[src/design/ahb_lite_pkg.sv]
//////////////////////////////////////////////////
// AHB-Lite encodings for a 32-bit little-endian bus
// Only single transfers, no bursts and no locking
// Lane view assumes byte 0 sits on HDATA[7:0]
//////////////////////////////////////////////////

package ahb_lite_pkg;

  // Transfer type, only the two used by a single-transfer master
  typedef logic [1:0] htrans_t;
  localparam htrans_t HTRANS_IDLE   = 2'b00;
  localparam htrans_t HTRANS_NONSEQ = 2'b10;

  // Transfer size
  typedef logic [2:0] hsize_t;
  localparam hsize_t HSIZE_BYTE = 3'b000;
  localparam hsize_t HSIZE_HALF = 3'b001;
  localparam hsize_t HSIZE_WORD = 3'b010;

  // Data, privileged, not bufferable, not cacheable
  localparam logic [3:0] HPROT_DEBUG_DATA = 4'b0011;

  localparam logic [2:0] HBURST_SINGLE = 3'b000;

  // One bus word seen as byte lanes or as halfword lanes
  typedef union packed {
    logic [3:0][7:0]  byte_lane;
    logic [1:0][15:0] half_lane;
  } lane_word_u;

endpackage

[src/design/dbg_req_pkg.sv]
//////////////////////////////////////////////////
// Debug-port request and response formats
// Addresses must be aligned to the access size
// Credit depths fix the queue sizes in all stages
//////////////////////////////////////////////////

package dbg_req_pkg;

  // Access size of a debug request
  typedef enum logic [1:0] {
    SIZE_BYTE = 2'd0,
    SIZE_HALF = 2'd1,
    SIZE_WORD = 2'd2
  } dbg_size_t;

  // Request from the debug controller
  typedef struct packed {
    logic [31:0] addr;
    logic [31:0] wdata;
    logic        write;
    dbg_size_t   size;
  } dbg_req_t;

  // Queued command, already in bus format
  typedef struct packed {
    logic [31:0] haddr;
    logic [31:0] hwdata;
    logic        hwrite;
    logic [2:0]  hsize;
    dbg_size_t   size;
  } bus_cmd_t;

  // Raw bus result plus what is needed to pick the lane
  typedef struct packed {
    logic [31:0] hrdata;
    logic [1:0]  lane;
    dbg_size_t   size;
    logic        err;
  } bus_rsp_t;

  // Response to the debug controller
  typedef struct packed {
    logic [31:0] rdata;
    logic        err;
  } dbg_rsp_t;

  // Credit depths
  localparam int REQ_CREDITS = 2;
  localparam int RSP_CREDITS = 2;
  localparam int CMD_CREDITS = 1;

endpackage

[src/design/dbg_req_stage.sv]
//////////////////////////////////////////////////
// Request stage of the debug AHB bridge
// Requester must hold a credit for every req_valid
// Write data is replicated to all byte lanes here
//////////////////////////////////////////////////

`timescale 1ns/1ps

module dbg_req_stage (
  input  logic                  HCLK,
  input  logic                  ahb_rstn,
  input  logic                  req_valid,
  input  dbg_req_pkg::dbg_req_t req,
  input  logic                  cmd_pop,
  output logic                  cmd_valid,
  output dbg_req_pkg::bus_cmd_t cmd
);

  import dbg_req_pkg::*;
  import ahb_lite_pkg::*;

  localparam int PTR_W = $clog2(REQ_CREDITS);
  localparam int CNT_W = $clog2(REQ_CREDITS + 1);

  bus_cmd_t           q_mem [REQ_CREDITS];
  logic [PTR_W-1:0]   wr_ptr;
  logic [PTR_W-1:0]   rd_ptr;
  logic [CNT_W-1:0]   q_count;
  lane_word_u         wd_lanes;
  logic [31:0]        wdata_rep;
  hsize_t             hsize_enc;
  bus_cmd_t           new_cmd;

  //////////////////////////////////////////////////
  // Request to bus command
  //////////////////////////////////////////////////

  assign wd_lanes = req.wdata;

  always_comb begin
    case (req.size)
      SIZE_BYTE: begin
        hsize_enc = HSIZE_BYTE;
        // Low byte on every lane
        wdata_rep = {4{wd_lanes.byte_lane[0]}};
      end
      SIZE_HALF: begin
        hsize_enc = HSIZE_HALF;
        wdata_rep = {2{wd_lanes.half_lane[0]}};
      end
      default: begin
        hsize_enc = HSIZE_WORD;
        wdata_rep = req.wdata;
      end
    endcase
  end

  assign new_cmd = '{haddr: req.addr, hwdata: wdata_rep, hwrite: req.write,
                     hsize: hsize_enc, size: req.size};

  //////////////////////////////////////////////////
  // Two-entry circular queue
  //////////////////////////////////////////////////

  // Storage, room is guaranteed by the credits
  always_ff @(posedge HCLK) begin
    if (req_valid) begin
      q_mem[wr_ptr] <= new_cmd;
    end
  end

  always_ff @(posedge HCLK or negedge ahb_rstn) begin
    if (!ahb_rstn) begin
      wr_ptr  <= '0;
      rd_ptr  <= '0;
      q_count <= '0;
    end else begin
      if (req_valid) begin
        wr_ptr <= (wr_ptr == PTR_W'(REQ_CREDITS - 1)) ? '0 : wr_ptr + 1'b1;
      end
      if (cmd_pop) begin
        rd_ptr <= (rd_ptr == PTR_W'(REQ_CREDITS - 1)) ? '0 : rd_ptr + 1'b1;
      end
      case ({req_valid, cmd_pop})
        2'b10:   q_count <= q_count + 1'b1;
        2'b01:   q_count <= q_count - 1'b1;
        default: q_count <= q_count;
      endcase
    end
  end

  // Head of queue goes straight to the bus stage
  assign cmd_valid = (q_count != '0);
  assign cmd       = q_mem[rd_ptr];

endmodule

[src/design/ahb_issue_stage.sv]
//////////////////////////////////////////////////
// Bus stage, one AHB-Lite single transfer at a time
// Address phase is one cycle, HREADY high in idle
// A transfer starts only with a stage-3 credit
//////////////////////////////////////////////////

`timescale 1ns/1ps

module ahb_issue_stage (
  input  logic                  HCLK,
  input  logic                  ahb_rstn,
  input  logic                  cmd_valid,
  input  dbg_req_pkg::bus_cmd_t cmd,
  output logic                  cmd_pop,
  input  logic                  bres_credit,
  output logic                  bres_valid,
  output dbg_req_pkg::bus_rsp_t bres,
  output logic [31:0]           HADDR,
  output logic [31:0]           HWDATA,
  output logic                  HWRITE,
  output ahb_lite_pkg::hsize_t  HSIZE,
  output ahb_lite_pkg::htrans_t HTRANS,
  input  logic [31:0]           HRDATA,
  input  logic                  HREADY,
  input  logic                  HRESP
);

  import dbg_req_pkg::*;
  import ahb_lite_pkg::*;

  localparam int CRD_W = $clog2(CMD_CREDITS + 1);

  typedef enum logic [1:0] {
    ST_IDLE,
    ST_ADDR,
    ST_DATA
  } state_t;

  state_t           state;
  logic [CRD_W-1:0] credit_cnt;
  dbg_size_t        size_q;
  logic             issue;

  // Start when a command waits and stage 3 has room
  assign issue = (state == ST_IDLE) && cmd_valid && (credit_cnt != '0);

  //////////////////////////////////////////////////
  // Transfer FSM
  //////////////////////////////////////////////////

  always_ff @(posedge HCLK or negedge ahb_rstn) begin
    if (!ahb_rstn) begin
      state   <= ST_IDLE;
      HTRANS  <= HTRANS_IDLE;
      cmd_pop <= 1'b0;
    end else begin
      // Pop pulse rises together with NONSEQ
      cmd_pop <= issue;
      case (state)
        ST_IDLE: begin
          if (issue) begin
            HTRANS <= HTRANS_NONSEQ;
            state  <= ST_ADDR;
          end
        end
        ST_ADDR: begin
          HTRANS <= HTRANS_IDLE;
          state  <= ST_DATA;
        end
        ST_DATA: begin
          // Wait states stretch this phase
          if (HREADY) begin
            state <= ST_IDLE;
          end
        end
        default: begin
          HTRANS <= HTRANS_IDLE;
          state  <= ST_IDLE;
        end
      endcase
    end
  end

  // Credits toward stage 3
  always_ff @(posedge HCLK or negedge ahb_rstn) begin
    if (!ahb_rstn) begin
      credit_cnt <= CRD_W'(CMD_CREDITS);
    end else begin
      case ({issue, bres_credit})
        2'b10:   credit_cnt <= credit_cnt - 1'b1;
        2'b01:   credit_cnt <= credit_cnt + 1'b1;
        default: credit_cnt <= credit_cnt;
      endcase
    end
  end

  // Address, control and write data held until the next issue
  always_ff @(posedge HCLK) begin
    if (issue) begin
      HADDR  <= cmd.haddr;
      HWDATA <= cmd.hwdata;
      HWRITE <= cmd.hwrite;
      HSIZE  <= cmd.hsize;
      size_q <= cmd.size;
    end
  end

  //////////////////////////////////////////////////
  // Result toward stage 3
  //////////////////////////////////////////////////

  assign bres_valid = (state == ST_DATA) && HREADY;
  assign bres = '{hrdata: HRDATA, lane: HADDR[1:0], size: size_q, err: HRESP};

endmodule

[src/design/dbg_rsp_stage.sv]
//////////////////////////////////////////////////
// Response stage, lane extraction and credit output
// Reads are zero-extended from their lane
// Consumer returns one rsp_credit per response
//////////////////////////////////////////////////

`timescale 1ns/1ps

module dbg_rsp_stage (
  input  logic                  HCLK,
  input  logic                  ahb_rstn,
  input  logic                  bres_valid,
  input  dbg_req_pkg::bus_rsp_t bres,
  output logic                  bres_credit,
  input  logic                  rsp_credit,
  output logic                  rsp_valid,
  output dbg_req_pkg::dbg_rsp_t rsp
);

  import dbg_req_pkg::*;
  import ahb_lite_pkg::*;

  localparam int QDEPTH = CMD_CREDITS + 1;
  localparam int PTR_W  = $clog2(QDEPTH);
  localparam int CNT_W  = $clog2(QDEPTH + 1);
  localparam int RCRD_W = $clog2(RSP_CREDITS + 1);

  dbg_rsp_t          q_mem [QDEPTH];
  logic [PTR_W-1:0]  wr_ptr;
  logic [PTR_W-1:0]  rd_ptr;
  logic [CNT_W-1:0]  q_count;
  logic [RCRD_W-1:0] rsp_cnt;
  lane_word_u        rd_lanes;
  logic [31:0]       rdata_ext;
  logic              send;

  //////////////////////////////////////////////////
  // Read lane extraction
  //////////////////////////////////////////////////

  assign rd_lanes = bres.hrdata;

  always_comb begin
    case (bres.size)
      SIZE_BYTE: rdata_ext = {24'h0, rd_lanes.byte_lane[bres.lane]};
      SIZE_HALF: rdata_ext = {16'h0, rd_lanes.half_lane[bres.lane[1]]};
      default:   rdata_ext = bres.hrdata;
    endcase
  end

  //////////////////////////////////////////////////
  // Response queue and output
  //////////////////////////////////////////////////

  // One response per cycle while the consumer has room
  assign send        = (q_count != '0) && (rsp_cnt != '0);
  assign bres_credit = send;

  always_ff @(posedge HCLK) begin
    if (bres_valid) begin
      q_mem[wr_ptr] <= '{rdata: rdata_ext, err: bres.err};
    end
    if (send) begin
      rsp <= q_mem[rd_ptr];
    end
  end

  always_ff @(posedge HCLK or negedge ahb_rstn) begin
    if (!ahb_rstn) begin
      wr_ptr    <= '0;
      rd_ptr    <= '0;
      q_count   <= '0;
      rsp_cnt   <= RCRD_W'(RSP_CREDITS);
      rsp_valid <= 1'b0;
    end else begin
      rsp_valid <= send;
      if (bres_valid) begin
        wr_ptr <= (wr_ptr == PTR_W'(QDEPTH - 1)) ? '0 : wr_ptr + 1'b1;
      end
      if (send) begin
        rd_ptr <= (rd_ptr == PTR_W'(QDEPTH - 1)) ? '0 : rd_ptr + 1'b1;
      end
      case ({bres_valid, send})
        2'b10:   q_count <= q_count + 1'b1;
        2'b01:   q_count <= q_count - 1'b1;
        default: q_count <= q_count;
      endcase
      // Consumer credits
      case ({send, rsp_credit})
        2'b10:   rsp_cnt <= rsp_cnt - 1'b1;
        2'b01:   rsp_cnt <= rsp_cnt + 1'b1;
        default: rsp_cnt <= rsp_cnt;
      endcase
    end
  end

endmodule

[src/design/dbg_ahb_bridge.sv]
//////////////////////////////////////////////////
// Debug port to AHB-Lite master, three-stage pipe
// Credit flow control on request and response side
// Zero wait states give rsp_valid four edges later
//////////////////////////////////////////////////

`timescale 1ns/1ps

module dbg_ahb_bridge (
  input  logic                  HCLK,
  input  logic                  ahb_rstn,
  // Debug request side
  input  logic                  req_valid,
  input  dbg_req_pkg::dbg_req_t req,
  output logic                  req_credit,
  // Debug response side
  output logic                  rsp_valid,
  output dbg_req_pkg::dbg_rsp_t rsp,
  input  logic                  rsp_credit,
  // AHB-Lite master
  output logic                  HSEL,
  output logic [31:0]           HADDR,
  output logic [31:0]           HWDATA,
  output logic                  HWRITE,
  output ahb_lite_pkg::hsize_t  HSIZE,
  output logic [2:0]            HBURST,
  output logic [3:0]            HPROT,
  output ahb_lite_pkg::htrans_t HTRANS,
  output logic                  HMASTLOCK,
  input  logic [31:0]           HRDATA,
  input  logic                  HREADY,
  input  logic                  HRESP
);

  import dbg_req_pkg::*;
  import ahb_lite_pkg::*;

  logic     cmd_valid;
  logic     cmd_pop;
  bus_cmd_t cmd;
  logic     bres_valid;
  logic     bres_credit;
  bus_rsp_t bres;

  // Every popped queue entry frees a requester credit
  assign req_credit = cmd_pop;

  // Fixed control, single privileged data accesses
  assign HSEL      = 1'b1;
  assign HMASTLOCK = 1'b0;
  assign HBURST    = HBURST_SINGLE;
  assign HPROT     = HPROT_DEBUG_DATA;

  dbg_req_stage i_dbg_req_stage (
    .HCLK      (HCLK),
    .ahb_rstn  (ahb_rstn),
    .req_valid (req_valid),
    .req       (req),
    .cmd_pop   (cmd_pop),
    .cmd_valid (cmd_valid),
    .cmd       (cmd)
  );

  ahb_issue_stage i_ahb_issue_stage (
    .HCLK        (HCLK),
    .ahb_rstn    (ahb_rstn),
    .cmd_valid   (cmd_valid),
    .cmd         (cmd),
    .cmd_pop     (cmd_pop),
    .bres_credit (bres_credit),
    .bres_valid  (bres_valid),
    .bres        (bres),
    .HADDR       (HADDR),
    .HWDATA      (HWDATA),
    .HWRITE      (HWRITE),
    .HSIZE       (HSIZE),
    .HTRANS      (HTRANS),
    .HRDATA      (HRDATA),
    .HREADY      (HREADY),
    .HRESP       (HRESP)
  );

  dbg_rsp_stage i_dbg_rsp_stage (
    .HCLK        (HCLK),
    .ahb_rstn    (ahb_rstn),
    .bres_valid  (bres_valid),
    .bres        (bres),
    .bres_credit (bres_credit),
    .rsp_credit  (rsp_credit),
    .rsp_valid   (rsp_valid),
    .rsp         (rsp)
  );

endmodule

[config.mk]
export PLATFORM = sky130hd
export DESIGN_NAME = dbg_ahb_bridge
export DESIGN_NICKNAME = d
export VERILOG_FILES = /design/src/design/ahb_lite_pkg.sv /design/src/design/dbg_req_pkg.sv /design/src/design/dbg_req_stage.sv /design/src/design/ahb_issue_stage.sv /design/src/design/dbg_rsp_stage.sv /design/src/design/dbg_ahb_bridge.sv
export SDC_FILE = /design/constraint.sdc
export NUM_CORES = 1
export LEC_CHECK = 0
export BUFFER_PORTS_ARGS = -buffer_cell sky130_fd_sc_hd__buf_2
export CAP_MARGIN = 40
export CORE_UTILIZATION = 55
export CTS_CLUSTER_SIZE = 24
export DETAILED_ROUTE_END_ITERATION = 7
export HOLD_SLACK_MARGIN = 0.05
export MAX_ROUTING_LAYER = met4
export PLACE_DENSITY = 0.78
export SLEW_MARGIN = 20
export SYNTH_ARGS = -nofsm -noshare
export SYNTH_HDL_FRONTEND = slang
export SYNTH_HIERARCHICAL = 1
export SYNTH_SLANG_ARGS = --single-unit
[constraint.sdc]
create_clock -name HCLK -period 4.8 [get_ports HCLK]
set_input_delay 0.96 -clock HCLK [delete_from_list [all_inputs] [get_ports HCLK]]
set_output_delay 0.96 -clock HCLK [all_outputs]
set_load 0.005 [all_outputs]
==> metrics.cfg <==
[drt]
post_drt_wl_per_cell_um = 19.3
dr.first_iter.drc_count = 334
vias = 6007
drt_wl_total_mm = 22.1
dr.pass1.iters = 4
ant_nets = 0
viasPerCell = 5.25
drcViolationCount = 0

[worst_setup_path]
critical_path.top_delay_family = flip-flops
r2r.worst_path.cells = 3
setup.worst_path.end_class = output port
worst_r2r_endpoint = i_dbg_rsp_stage/q_mem[0][5]$_DFFE_PP_
worst_ep_arrival_time_ns = 1.43
reg2reg_from = i_ahb_issue_stage/HADDR[1]$_DFFE_PP_
timing.critical_path.fanout_max = 12
critical-path-max-stage-delay_ns = 0.71
critical_path_depth = 1
crit_path_end = HADDR[1]
type_of_the_worst_setup_path = flip-flop to output port
critical_path_startpoint = i_ahb_issue_stage/HADDR[1]$_DFFE_PP_
timing.critical_path.cells = buf_2
r2r_slack_ns = 2.80
critPathBufInv = 1
slowest_stage = sky130_fd_sc_hd__edfxtp_1
crit_path_start_kind = flip-flop
critPathRequiredTime_ns = 3.84

[sta]
peak_clock_frequency_supported_by_timing_mhz = 418
tightestPinTransition_ns = 0.726
hold_viol = 0
finalWorstPathRequiredPeriod_ns = 2.39
fin_skew_ns = 0.0149
final_period_util = 0.498
timing.slew.headroom = 0.514
timing_max_transition_violations_final = 0
rsz0062_at_grt = false
setup_viol_count_final = 0
fin_tns_setup_ns = 0

[global_route]
gr-usage-all-layers = 0.194
grt_remaining_overflow = 0
grt_start_max_net_pins = 40
antenna_found_initial = 1
grt_first_pass_wirelength_mm = 33.7
grt_pass1_vias = 6296

[floorplan]
die_h_um = 154
die_area_mm2 = 0.0238
floorplan.die.width_um = 154
core_area_mm2 = 0.0227
num_io_pins = 219
floorplan.initialDensity = 0.561
core.rowCount = 55

[place]
buffer_ports.inserted = 208
dp_hpwl_mm = 14.1
dpl-instance-area_mm2 = 0.0137
gpl.final_weighted_congestion = 0.795

[cells_and_area]
post_layout_net_count = 946
post_route_cells_drive_above_1_share = 0.472
area_growth_pct = 16.2
fin_area_mm2 = 0.0148

[power_and_ir_drop]
net_switching_component_of_the_power_mw = 1.32
p_comb_frac = 0.070
vdd_drop_max_v = 0.000371
internal_power_mw = 5.12
netSwitchingFraction = 0.205
areal_power_density_over_the_cells_mw_per_mm2 = 434
report.power.total_mw = 6.43
pwr-share-clk = 0.390
total_leakage_power_nw = 5.59
seqPwrFrac = 0.540

[cts]
inserted_clock_buffers = 34
cts_hold_repair.buffers = 0
insertion_delay_ns = 0.50
cts_root_buffer = sky130_fd_sc_hd__clkbuf_16
clk_slew_on_worst_s_h_paths_ns = 0.06
post_cts_resize_count = 0
tritoncts = built
postCtsSetupBuffers = 0
max-clock-path-buffers = 3
htree_levels = 2
clock_sink_count = 323

[yosys]
yosys_most_used_dff = sky130_fd_sc_hd__edfxtp_1
synth_top_area_cell = sky130_fd_sc_hd__edfxtp_1
yosys_register_bits = 323
synth_warnings = 6
post_syn_instances = 643
synth_enable_flop_cells = 307
synth_top_cell_area_share = 0.723
combined_area_of_all_synthesized_cells_mm2 = 0.0128
synth.avg_cell_area_um2 = 19.8
async_flop_share = 0.0495
synth_sequential_area_ratio = 0.755
number_of_unique_standard_cell_types_used_by_synthesis = 38
synth_area_leaders = sky130_fd_sc_hd__edfxtp_1 72%, sky130_fd_sc_hd__mux2_4 8.6%, sky130_fd_sc_hd__mux2_2 4.1%

[job]
max_cap_viol_count = 0

[run_status]
outcome = completed

[min_path]
hp-class = primary input to asynchronous set/reset pin

[layer usage]
layer | vias to the layer above | track usage | wire [µm]
met5 | - | - | 0
met2 | 219 | 0.318 | 11100
met4 | 0 | 0.0688 | 558
li1 | 2785 | - | -
met3 | 48 | 0.0552 | 1670
met1 | 2955 | 0.231 | 8820
[flip-flops by register name (all words and copies together), names as in the netlist]
| register | cells |
|---|---|
| i_dbg_req_stage/q_mem | 138 |
| i_dbg_rsp_stage/q_mem | 66 |
| i_dbg_rsp_stage/rsp | 33 |
| i_ahb_issue_stage/HADDR | 32 |
| i_ahb_issue_stage/HWDATA | 32 |
| i_ahb_issue_stage/HSIZE | 3 |
| i_ahb_issue_stage/size_q | 2 |
| i_ahb_issue_stage/state | 2 |
| i_dbg_req_stage/q_count | 2 |
| i_dbg_rsp_stage/q_count | 2 |
| i_dbg_rsp_stage/rsp_cnt | 2 |
| i_ahb_issue_stage/HTRANS | 1 |
| i_ahb_issue_stage/HWRITE | 1 |
| i_ahb_issue_stage/cmd_pop | 1 |
| i_ahb_issue_stage/credit_cnt | 1 |
| i_dbg_req_stage/rd_ptr | 1 |
| i_dbg_req_stage/wr_ptr | 1 |
| i_dbg_rsp_stage/rd_ptr | 1 |
| i_dbg_rsp_stage/rsp_valid | 1 |
| i_dbg_rsp_stage/wr_ptr | 1 |
[cell usage after synthesis, types with 2 or more instances]
cell                       number
sky130_fd_sc_hd__ha_1           3
sky130_fd_sc_hd__mux2_2        46
sky130_fd_sc_hd__xnor2_1        6
sky130_fd_sc_hd__nor2_2         2
sky130_fd_sc_hd__buf_6          5
sky130_fd_sc_hd__o21ai_0       13
sky130_fd_sc_hd__buf_4         47
sky130_fd_sc_hd__nand2b_1       3
sky130_fd_sc_hd__mux2i_1       16
sky130_fd_sc_hd__nor2_1        14
sky130_fd_sc_hd__buf_2          6
sky130_fd_sc_hd__mux2_4        73
sky130_fd_sc_hd__a221o_2        5
sky130_fd_sc_hd__xor2_1         7
sky130_fd_sc_hd__conb_1         4
sky130_fd_sc_hd__clkbuf_1       3
sky130_fd_sc_hd__a22o_1         6
sky130_fd_sc_hd__buf_12         7
sky130_fd_sc_hd__nor2b_1        3
sky130_fd_sc_hd__nand2_1       13
sky130_fd_sc_hd__a221o_1        3
sky130_fd_sc_hd__and2_1        18
sky130_fd_sc_hd__dfrtp_1       14
sky130_fd_sc_hd__inv_1          5
sky130_fd_sc_hd__dfstp_2        2
sky130_fd_sc_hd__edfxtp_1     307
[cell families (layout without fill, tap and decap cells)]
kind of cell / Yosys count / count (layout) / share of synthesized area
compound gates: 31 / 31 / 0.0183
xor+xnor: 13 / 13 / 0.00893
fa+ha+maj: 3 / 3 / 0.00294
buf+inv: 73 / 281 / 0.0478
flops: 323 / 323 / 0.755
mux: 135 / 135 / 0.139
other cells: 4 / 12 / 0.00118
simple gates: 61 / 61 / 0.0271
[stage by stage]
step | std cells | hold slack (ns) | setup WS, ns | utilization
floorplan | 650 | 0.434 | 0.424 | -
global placement | 1083 | 0.449 | 2.38 | 0.602
detailed placement | 1086 | 0.454 | 2.45 | 0.605
CTS | 1142 | 0.357 | 2.40 | 0.652
global route | 1144 | 0.380 | 2.33 | 0.653
finish | 1144 | 0.361 | 2.41 | 0.653
[placed cells by master, fill, tap and decap left out, types with 4 or more instances in the layout]
cell type / instances
sky130_fd_sc_hd__buf_2: 208
sky130_fd_sc_hd__mux2i_1: 16
sky130_fd_sc_hd__a22o_1: 6
sky130_fd_sc_hd__dfrtp_1: 13
sky130_fd_sc_hd__conb_1: 11
sky130_fd_sc_hd__nor2_1: 11
sky130_fd_sc_hd__edfxtp_1: 307
sky130_fd_sc_hd__clkbuf_16: 36
sky130_fd_sc_hd__nand2_1: 13
sky130_fd_sc_hd__clkbuf_1: 5
sky130_fd_sc_hd__o21ai_0: 13
sky130_fd_sc_hd__xnor2_1: 6
sky130_fd_sc_hd__xor2_1: 7
sky130_fd_sc_hd__a221o_2: 5
sky130_fd_sc_hd__mux2_4: 73
sky130_fd_sc_hd__mux2_2: 46
sky130_fd_sc_hd__clkinv_1: 4
sky130_fd_sc_hd__inv_1: 5
sky130_fd_sc_hd__and2_1: 17
sky130_fd_sc_hd__buf_4: 8
[final cells by class]
type,instances,area [µm²]
Antenna cell,1,2.50
Clock buffer,43,947
Clock inverter,13,121
Fill cell,1532,7890
Inverter,5,18.8
Multi-Input combinational cell,254,2570
Sequential cell,323,9630
Tap cell,285,357
Timing Repair Buffer,220,1180
[worst min-delay path by stage]
stage,start,end,cells past startpoint
finish,ahb_rstn,i_dbg_rsp_stage/rsp_cnt[0]$_DFFE_PN0P_,1
global route,ahb_rstn,i_dbg_rsp_stage/rsp_cnt[0]$_DFFE_PN0P_,1
CTS,ahb_rstn,i_dbg_rsp_stage/rsp_cnt[0]$_DFFE_PN0P_,1
detailed placement,i_dbg_req_stage/q_count[1]$_DFFE_PN0P_,i_dbg_req_stage/q_count[1]$_DFFE_PN0P_,1
global placement,i_dbg_req_stage/q_count[1]$_DFFE_PN0P_,i_dbg_req_stage/q_count[1]$_DFFE_PN0P_,1
floorplan,i_dbg_req_stage/q_count[1]$_DFFE_PN0P_,i_dbg_req_stage/q_count[1]$_DFFE_PN0P_,1
[power groups by stage]
stage                     clock network [mW]  registers (mW)  logic, mW
after detailed placement                   0            3.53      0.460
after global routing                    2.67            3.49      0.496
after global placement                     0            3.52      0.422
after CTS                               2.56            3.47      0.461
after floorplan                            0            3.53      0.326
final                                   2.51            3.47      0.453
Power figures use the tool's default switching activity.
